**src/source/rtcMenu_settings.svh**
```systemverilog
// RTC front panel settings: register map, bus widths and the pause between sweeps
`ifndef RTC_MENU_SETTINGS_SVH
`define RTC_MENU_SETTINGS_SVH

//////////////////////////////////////////////////////////////////////
// Widths
//////////////////////////////////////////////////////////////////////
`define RTC_ADDR_W 8        // RTC register address
`define CURSOR_W   7        // Edit cursor, covers 0x21..0x44

//////////////////////////////////////////////////////////////////////
// Sweep timing
//////////////////////////////////////////////////////////////////////
`define WAIT_CYCLES 3       // Idle cycles between two sweeps

//////////////////////////////////////////////////////////////////////
// Register map
//////////////////////////////////////////////////////////////////////
// Time group, seconds up to year
`define TIME_FIRST 8'h21
`define TIME_LAST  8'h27

// Date group
`define DATE_FIRST 8'h41
`define DATE_LAST  8'h44

// Service registers, at most one per sweep
`define TIMER_REG  8'h00    // Timer start
`define ALARM_REG  8'h01    // Alarm stop
`define CMD_REG    8'hF0    // Transfer command, closes every sweep

`endif

```
**src/source/rtcMenuPkg.sv**
```systemverilog
// RTC front panel package: shared address, button, request and sweep state types
`include "rtcMenu_settings.svh"

package rtcMenuPkg;

	//////////////////////////////////////////////////////////////////////
	// Bus types
	//////////////////////////////////////////////////////////////////////

	// One RTC register address
	typedef logic [`RTC_ADDR_W-1:0] rtcAddr_t;

	// Single register access toward the RTC
	typedef struct packed
	{
		rtcAddr_t addr;     // Register to visit
		logic     write;    // High for a modifying access
	} rtcRequest_t;

	//////////////////////////////////////////////////////////////////////
	// Front panel inputs
	//////////////////////////////////////////////////////////////////////

	// Rising-edge pulses, one cycle each
	// Field order follows the raw button vector, up is the MSB
	typedef struct packed
	{
		logic up;           // Mark sweep as modifying
		logic down;         // Same effect as up
		logic left;         // Cursor forward
		logic right;        // Cursor backward
		logic timerStart;   // Request a timer register visit
	} buttonPulses_t;

	//////////////////////////////////////////////////////////////////////
	// Sequencer
	//////////////////////////////////////////////////////////////////////

	// Sweep FSM states
	typedef enum logic [1:0]
	{
		IDLE     = 2'd0,    // Only right after reset
		ISSUE    = 2'd1,    // Start pulse toward the requester
		WAITDONE = 2'd2,    // Access in flight
		PAUSE    = 2'd3     // Gap between sweeps
	} sweepState_t;

endpackage

```
**src/source/buttonEdges.sv**
```systemverilog
// Button edge detector: synchronizes raw panel inputs and emits one-cycle rising-edge pulses
`timescale 1ns/1ps

module buttonEdges
(
	input  logic                      CLK,
	input  logic                      RST,
	input  logic [4:0]                buttons,  // up, down, left, right, timerStart
	output rtcMenuPkg::buttonPulses_t pulses
);

	logic [4:0] syncMeta;   // First stage, may go metastable
	logic [4:0] syncOut;    // Settled level
	logic [4:0] prevOut;    // Level one cycle back
	logic [4:0] rise;       // Low to high seen this cycle

	//////////////////////////////////////////////////////////////////////
	// Synchronizer and history
	//////////////////////////////////////////////////////////////////////
	always_ff @(posedge CLK or posedge RST)
	begin
		if (RST)
		begin
			syncMeta <= '0;
			syncOut  <= '0;
			prevOut  <= '0;  // Held-down button after reset gives no pulse until synced
		end
		else
		begin
			syncMeta <= buttons;
			syncOut  <= syncMeta;
			prevOut  <= syncOut;
		end
	end

	// Edge detect, pulse lands two cycles after the raw rise
	assign rise = syncOut & ~prevOut;

	//////////////////////////////////////////////////////////////////////
	// Pack into the pulse struct
	//////////////////////////////////////////////////////////////////////
	assign pulses.up         = rise[4];
	assign pulses.down       = rise[3];
	assign pulses.left       = rise[2];
	assign pulses.right      = rise[1];
	assign pulses.timerStart = rise[0];

endmodule

```
**src/source/editCursor.sv**
```systemverilog
// Edit cursor: steps over the time and date registers with group jumps, tracks the modify flag
`timescale 1ns/1ps
`include "rtcMenu_settings.svh"

module editCursor
(
	input  logic                      CLK,
	input  logic                      RST,
	input  rtcMenuPkg::buttonPulses_t pulses,
	input  logic                      sweepEnd,       // Sequencer closed a sweep
	output logic [`CURSOR_W-1:0]      cursor,
	output logic                      modifyPending
);

	// Group limits at cursor width
	localparam logic [`CURSOR_W-1:0] curTimeFirst = `CURSOR_W'(`TIME_FIRST);
	localparam logic [`CURSOR_W-1:0] curTimeLast  = `CURSOR_W'(`TIME_LAST);
	localparam logic [`CURSOR_W-1:0] curDateFirst = `CURSOR_W'(`DATE_FIRST);
	localparam logic [`CURSOR_W-1:0] curDateLast  = `CURSOR_W'(`DATE_LAST);

	logic [`CURSOR_W-1:0] cursorNext;

	//////////////////////////////////////////////////////////////////////
	// Cursor step
	//////////////////////////////////////////////////////////////////////
	always_comb
	begin
		cursorNext = cursor;                     // Both or none pressed, stay
		if (pulses.left && !pulses.right)
		begin
			case (cursor)
				curTimeLast: cursorNext = curDateFirst;  // Jump the gap forward
				curDateLast: cursorNext = curTimeFirst;  // Wrap to the start
				default:     cursorNext = cursor + 1'b1;
			endcase
		end
		else if (pulses.right && !pulses.left)
		begin
			case (cursor)
				curTimeFirst: cursorNext = curDateLast;  // Wrap to the end
				curDateFirst: cursorNext = curTimeLast;  // Jump the gap back
				default:      cursorNext = cursor - 1'b1;
			endcase
		end
	end

	always_ff @(posedge CLK or posedge RST)
	begin
		if (RST)
		begin
			cursor        <= curTimeFirst;
			modifyPending <= 1'b0;
		end
		else
		begin
			cursor <= cursorNext;
			// New press beats the end of sweep
			if (pulses.up || pulses.down)
				modifyPending <= 1'b1;
			else if (sweepEnd)
				modifyPending <= 1'b0;
		end
	end

endmodule

```
**src/source/sweepSequencer.sv**
```systemverilog
// Sweep sequencer: walks the RTC register map, adds a service register, then pauses
`timescale 1ns/1ps
`include "rtcMenu_settings.svh"

module sweepSequencer
(
	input  logic                      CLK,
	input  logic                      RST,
	input  rtcMenuPkg::buttonPulses_t pulses,
	input  logic                      alarmStop,      // Level, checked after the date group
	input  logic                      modifyPending,  // From the cursor block
	input  logic                      done,           // Access finished
	output logic                      start,
	output rtcMenuPkg::rtcRequest_t   request,
	output logic                      sweepEnd
);
	import rtcMenuPkg::*;

	// Counter just wide enough for the pause length
	localparam int PauseW = $clog2(`WAIT_CYCLES + 1);

	sweepState_t       state;
	sweepState_t       stateNext;
	rtcAddr_t          addr;          // Register of the current access
	rtcAddr_t          addrNext;      // Register after it within the sweep
	logic              timerPending;  // Timer edge waiting for its visit
	logic              timerTake;     // Walk picks the timer register next
	logic              advance;       // Current access just completed
	logic              lastAccess;    // Current access is the command register
	logic [PauseW-1:0] pauseCnt;      // Cycles left in PAUSE

	assign advance    = (state == WAITDONE) && done;
	assign lastAccess = (addr == `CMD_REG);

	//////////////////////////////////////////////////////////////////////
	// Register walk
	//////////////////////////////////////////////////////////////////////
	always_comb
	begin
		timerTake = 1'b0;
		case (addr)
			`TIME_LAST:
				addrNext = `DATE_FIRST;     // Jump to the date group
			`DATE_LAST:
			begin
				// One service register at most, timer first
				if (timerPending)
				begin
					addrNext  = `TIMER_REG;
					timerTake = 1'b1;
				end
				else if (alarmStop)
					addrNext = `ALARM_REG;
				else
					addrNext = `CMD_REG;
			end
			`TIMER_REG, `ALARM_REG:
				addrNext = `CMD_REG;        // Service done, close the sweep
			default:
				addrNext = addr + 1'b1;     // Next register in the group
		endcase
	end

	//////////////////////////////////////////////////////////////////////
	// Sweep FSM
	//////////////////////////////////////////////////////////////////////
	always_comb
	begin
		stateNext = state;
		case (state)
			IDLE:
				stateNext = ISSUE;          // First sweep right after reset
			ISSUE:
				stateNext = WAITDONE;       // Start pulse lasts one cycle
			WAITDONE:
			begin
				if (done)
					stateNext = lastAccess ? PAUSE : ISSUE;
			end
			PAUSE:
			begin
				if (pauseCnt == '0)
					stateNext = ISSUE;
			end
			default:
				stateNext = IDLE;
		endcase
	end

	always_ff @(posedge CLK or posedge RST)
	begin
		if (RST)
		begin
			state        <= IDLE;
			addr         <= `TIME_FIRST;
			pauseCnt     <= '0;
			timerPending <= 1'b0;
		end
		else
		begin
			state <= stateNext;

			// Address and pause counter
			if (advance)
			begin
				if (lastAccess)
				begin
					addr     <= `TIME_FIRST;                    // Next sweep restarts here
					pauseCnt <= PauseW'(`WAIT_CYCLES - 1);
				end
				else
					addr <= addrNext;
			end
			else if (state == PAUSE)
				pauseCnt <= pauseCnt - 1'b1;

			// A fresh edge wins over the clear so it is not lost
			if (pulses.timerStart)
				timerPending <= 1'b1;
			else if (advance && timerTake)
				timerPending <= 1'b0;
		end
	end

	//////////////////////////////////////////////////////////////////////
	// Outputs
	//////////////////////////////////////////////////////////////////////
	assign start    = (state == ISSUE);
	assign sweepEnd = advance && lastAccess;    // Clears the modify flag in the cursor

	// Write flag follows the pending modify at the start cycle
	assign request.addr  = addr;
	assign request.write = modifyPending;

endmodule

```
**src/source/rtcBusRequester.sv**
```systemverilog
// RTC bus requester: four-phase req/ack master that carries one register request at a time
`timescale 1ns/1ps

module rtcBusRequester
(
	input  logic                    CLK,
	input  logic                    RST,
	input  logic                    start,      // Only taken while idle
	input  rtcMenuPkg::rtcRequest_t request,
	output logic                    done,       // One cycle after ack low
	output rtcMenuPkg::rtcRequest_t rtcReq,
	output logic                    req,
	input  logic                    ack
);

	// Handshake phases
	typedef enum logic [1:0]
	{
		reqIdle,        // Waiting for start
		reqAckHigh,     // req up, waiting for ack
		reqAckLow       // req down, waiting for ack release
	} busState_t;

	busState_t state;

	//////////////////////////////////////////////////////////////////////
	// Handshake FSM
	//////////////////////////////////////////////////////////////////////
	always_ff @(posedge CLK or posedge RST)
	begin
		if (RST)
		begin
			state <= reqIdle;
			done  <= 1'b0;
		end
		else
		begin
			done <= 1'b0;                    // Pulse only
			case (state)
				reqIdle:
				begin
					if (start)
						state <= reqAckHigh;
				end
				reqAckHigh:
				begin
					if (ack)
						state <= reqAckLow;  // Drop req next
				end
				reqAckLow:
				begin
					if (!ack)
					begin
						state <= reqIdle;
						done  <= 1'b1;
					end
				end
				default:
					state <= reqIdle;
			endcase
		end
	end

	// Request held until the next start, so stable over the whole handshake
	always_ff @(posedge CLK)
	begin
		if (state == reqIdle && start)
			rtcReq <= request;
	end

	assign req = (state == reqAckHigh);

endmodule

```
**src/source/rtcMenuTop.sv**
```systemverilog
// RTC menu top: button edges feed the sweep sequencer and cursor, which drive the bus requester
`timescale 1ns/1ps
`include "rtcMenu_settings.svh"

module rtcMenuTop
(
	input  logic                    CLK,
	input  logic                    RST,
	input  logic [4:0]              buttons,        // Raw up, down, left, right, timerStart
	input  logic                    alarmStop,
	input  logic                    ack,
	output logic                    req,
	output rtcMenuPkg::rtcRequest_t rtcReq,
	output logic [`CURSOR_W-1:0]    cursor,
	output logic                    modifyPending
);
	import rtcMenuPkg::*;

	buttonPulses_t pulses;      // Input side to processing part
	rtcRequest_t   request;     // Sequencer to requester
	logic          start;
	logic          done;
	logic          sweepEnd;    // Sequencer to cursor

	//////////////////////////////////////////////////////////////////////
	// Input side
	//////////////////////////////////////////////////////////////////////
	buttonEdges uEdges
	(
		.CLK    (CLK),
		.RST    (RST),
		.buttons(buttons),
		.pulses (pulses)
	);

	//////////////////////////////////////////////////////////////////////
	// Processing part
	//////////////////////////////////////////////////////////////////////
	sweepSequencer uSequencer
	(
		.CLK          (CLK),
		.RST          (RST),
		.pulses       (pulses),
		.alarmStop    (alarmStop),
		.modifyPending(modifyPending),
		.done         (done),
		.start        (start),
		.request      (request),
		.sweepEnd     (sweepEnd)
	);

	editCursor uCursor
	(
		.CLK          (CLK),
		.RST          (RST),
		.pulses       (pulses),
		.sweepEnd     (sweepEnd),
		.cursor       (cursor),
		.modifyPending(modifyPending)
	);

	//////////////////////////////////////////////////////////////////////
	// Output side
	//////////////////////////////////////////////////////////////////////
	rtcBusRequester uRequester
	(
		.CLK    (CLK),
		.RST    (RST),
		.start  (start),
		.request(request),
		.done   (done),
		.rtcReq (rtcReq),
		.req    (req),
		.ack    (ack)
	);

endmodule

```
**config.mk**
```make
export PLATFORM = sky130hd
export DESIGN_NAME = rtcMenuTop
export DESIGN_NICKNAME = d
export VERILOG_FILES = /design/src/source/rtcMenuPkg.sv /design/src/source/buttonEdges.sv /design/src/source/editCursor.sv /design/src/source/sweepSequencer.sv /design/src/source/rtcBusRequester.sv /design/src/source/rtcMenuTop.sv
export VERILOG_INCLUDE_DIRS = /design/src /design/src/source
export SDC_FILE = /design/constraint.sdc
export NUM_CORES = 1
export LEC_CHECK = 0
export ABC_CLOCK_PERIOD_IN_PS = 2500
export BUFFER_PORTS_ARGS = -buffer_cell sky130_fd_sc_hd__buf_2
export CORE_UTILIZATION = 45
export CTS_CLUSTER_DIAMETER = 200
export DETAILED_ROUTE_END_ITERATION = 6
export PLACE_DENSITY = 0.68
export REMOVE_ABC_BUFFERS = 1
export SETUP_SLACK_MARGIN = 0.5
export SLEW_MARGIN = 0
export SYNTH_ARGS = -nofsm -noshare
export SYNTH_HDL_FRONTEND = slang
export SYNTH_HIERARCHICAL = 1
export SYNTH_SLANG_ARGS = --single-unit
```
**constraint.sdc**
```tcl
create_clock -name CLK -period 2.5 [get_ports CLK]
set_input_delay 0.375 -clock CLK [delete_from_list [all_inputs] [get_ports CLK]]
set_output_delay 0.375 -clock CLK [all_outputs]
set_load 0.05 [all_outputs]
```
==> flow_metrics.env <==
export IMPL_drive_gt1_share_pct=27.8
export IMPL_grt_max_degree=17
export IMPL_hold_slack_ns=0.171
export IMPL_reg2reg_setup_slack_ns=0.55
export IMPL_path_max_fanout=8
export IMPL_power_per_cell_area_nw_per_um2=1180
export IMPL_h_tree_depth=2
export IMPL_gp_congestion=0.967
export IMPL_crit_buf_inv=1
export IMPL_viasPerCell=5.63
export IMPL_slowest_stage="dfstp_2"
export IMPL_final_min_clock_period_ns=1.95
export IMPL_yosys_cell_types_count=68
export IMPL_seq_area_sq_um=1250
export IMPL_r2r_cells=6
export IMPL_synthCells=233
export IMPL_drv_cap=0
export IMPL_final_fill_count=501
export IMPL_cp_required_ns=2.69
export IMPL_grt_overflow=0
export IMPL_clockRootBuffer="clkbuf_8"
export IMPL_io_pins=27
export IMPL_hold_violations=0
export IMPL_async_reset_ff_share_pct=81.3
export IMPL_ir_worst_vdd_mv=0.479
export IMPL_cts_sinks=48
export IMPL_wl_per_cell_um=14.9
export IMPL_diodes=0
export IMPL_post_dp_cell_area_sq_um=2750
export IMPL_finClkSkew_ns=0.0164
export IMPL_status="finished, final reports clean"
export IMPL_row_count=27
export IMPL_path_class="register to register"
export IMPL_clock_latency_ns=0.31
export IMPL_grt_pass1_vias=1812
export IMPL_route_antenna_remaining_nets=0
export IMPL_multi_input_area_sq_um=1210
export IMPL_yosysWarnings=6
export IMPL_ys_seq_area_share_pct=48.1
export IMPL_critPathArrivalTime_ns=2.14
export IMPL_end_kind="register"
export IMPL_die_area_sq_um=6080
export IMPL_cp_endpoint="uSequencer/addr[2]$_DFFE_PP0P_"
export IMPL_finalSetupTns_ns=0
export IMPL_worst_pin_slew_ns=0.730
export IMPL_synth_edf_count=9
export IMPL_startpoint_type="register"
export IMPL_p_leak_uw=0.00129
export IMPL_drtPass1Iterations=4
export IMPL_first_iter_violations=342
export IMPL_startpoint="uSequencer/addr[0]$_DFFE_PP1P_"
export IMPL_area_growth_pct=14.1
export IMPL_grt_use_total_pct=18.4
export IMPL_period_share_pct=78.0
export IMPL_start_util_pct=46.9
export IMPL_setup_viol=0
export IMPL_num_vias=1885
export IMPL_die_h_um=78.0
export IMPL_io_buffers=26
export IMPL_cp_cell_sequence="ha_1 > nand4b_4 > o311ai_4 > buf_4 > nand2_2 > a221o_1"
export IMPL_hold_depth=1
export IMPL_layout_nets=283
export IMPL_antenna_found_initial=0
export IMPL_p_total_uw=3480
export IMPL_max_stage_delay_ns=0.61
export IMPL_r2r_start="uSequencer/addr[0]$_DFFE_PP1P_"
export IMPL_clk_path_buf_depth=2
export IMPL_synth_ff_type="dfrtp_1"
export IMPL_cts_buffers=5
export IMPL_postSynthAreaPerCell_sq_um=11.2
export IMPL_syn_area_sq_um=2600
export IMPL_crit_cells=6
export IMPL_rr_endpoint="uSequencer/addr[2]$_DFFE_PP0P_"
export IMPL_slew_viol_final=0
export IMPL_dp_final_hpwl_mm=3.40
export IMPL_cts_tree="yes"
export IMPL_rsz0062_at_grt="no"
export IMPL_slew_headroom_pct=51.1
export IMPL_core_sq_um=5540
export IMPL_grt_pass1_wl_mm=8.87
export IMPL_hold_path_class="input pin to register"
export IMPL_path_clk_slew_ns=0.09
export IMPL_synth_seq_cells=48
export IMPL_critPathTopFamily="flip-flops"
export IMPL_die_x_um=78.0
export IMPL_max_freq_mhz=513
export IMPL_final_cell_area_sq_um=2960
export IMPL_routed_wl_mm=5.00
export IMPL_drc=0
## cells by family after synthesis
family | synth area share [%]
buffers and inverters | 7.03
XOR/XNOR | 0.337
AO/OA/AOI/OAI | 20.3
adder cells (fa/ha/maj) | 5.78
multiplexers | 0.963
flip-flops | 48.1
AND/OR/NAND/NOR | 17.5
## synth_stat cells (2+ instances only)
cell	count	area (sq um)
a32oi_1	2	17.5
a41oi_1	2	17.5
buf_4	4	30.0
a21oi_2	2	17.5
nand3b_1	2	15.0
buf_6	2	22.5
nand3_1	4	20.0
nand2b_1	2	12.5
and3_2	2	15.0
dfstp_2	4	105
nor2b_4	5	68.8
a211o_1	2	17.5
o32ai_1	3	26.3
nor2_1	10	37.5
nand2_1	12	45.0
o22ai_1	2	12.5
inv_1	24	90.1
a21oi_1	11	55.1
o21ai_0	9	45.0
ha_1	12	150
clkbuf_1	2	7.51
o21a_1	3	22.5
and3_1	3	18.8
dfrtp_1	35	876
a211oi_1	5	37.5
nor3_1	5	25.0
clkbuf_8	2	27.5
a32o_1	3	30.0
nand4_1	3	18.8
edfxtp_1	9	270
o211ai_1	2	15.0
nor2b_1	5	31.3
a21o_1	5	37.5
## cell usage in the layout, fill, tap and decap left out, types with 3 or more instances in the layout
cell type	count
nor2_1	10
nor2b_4	5
a21o_1	5
o21ai_0	9
dfstp_2	4
and3_1	3
ha_1	10
nor3_1	5
o21a_1	3
nand2_1	11
inv_1	24
buf_4	6
buf_2	26
a211oi_1	5
clkbuf_8	5
nand4_1	3
dfrtp_1	35
nor2b_1	5
a21oi_1	10
a21oi_2	3
nand3_1	4
edfxtp_1	9
a32o_1	3
## routing by layer
metal  GRT usage [%]  up-vias  routed length (um)
met5               0        -                   0
met3            3.18        9                 317
met4            6.48        0                  89
met1            27.1      891                2320
li1                -      909                   -
met2            27.3       76                2280
## per-stage QoR
stage          instances  setup slack (ns)  util (%)
2_1_floorplan        222             0.501         -
3_3_place_gp         323             0.547      49.6
3_5_place_dp         323             0.542      49.6
4_1_cts              332             0.522      52.2
5_1_grt              335             0.476      53.5
6_report             335             0.549      53.5
## what timing repair did
item,4_1_cts,5_1_grt
setup endpoints to repair,0,10
hold endpoints to repair,3,0
resized for setup,0,9
hold buffers,1,0
buffers inserted,0,3
## layout make-up
cell class              count  share of cell area (%)
clock inverters             2                    1.31
repair buffers             33                    6.25
well taps                  72                    3.04
multi-input cells         150                    41.0
inverters                  24                    3.04
flip-flops and latches     48                    42.2
clock buffers               6                    3.17
## worst min path at each step
| stage | from | endpoint |
|---|---|---|
| after floorplan | RST | uRequester/done$_DFF_PP0_ |
| after global placement | RST | uRequester/state[1]$_DFFE_PP0P_ |
| after detailed placement | RST | uRequester/state[1]$_DFFE_PP0P_ |
| after CTS | buttons[4] | uEdges/syncMeta[4]$_DFF_PP0_ |
| after global routing | buttons[0] | uEdges/syncMeta[0]$_DFF_PP0_ |
| final | buttons[4] | uEdges/syncMeta[4]$_DFF_PP0_ |
## flip-flops by register name (all words and copies together), names as in the netlist
register and flops:
uCursor/cursor 7, uEdges/prevOut 5, uSequencer/timerPending 1, uEdges/syncMeta 5, uRequester/done 1, uSequencer/addr 8, uSequencer/pauseCnt 2, uEdges/syncOut 5
uRequester/rtcReq 9, uRequester/state 2, uCursor/modifyPending 1, uSequencer/state 2
## where the power goes
part           switching, uW  total, uW  internal [uW]
registers                265       1300           1040
logic                    991       1550            558
clock network            272        634            362
total                   1530       3480           1960
(Power assumes the default switching activity.)
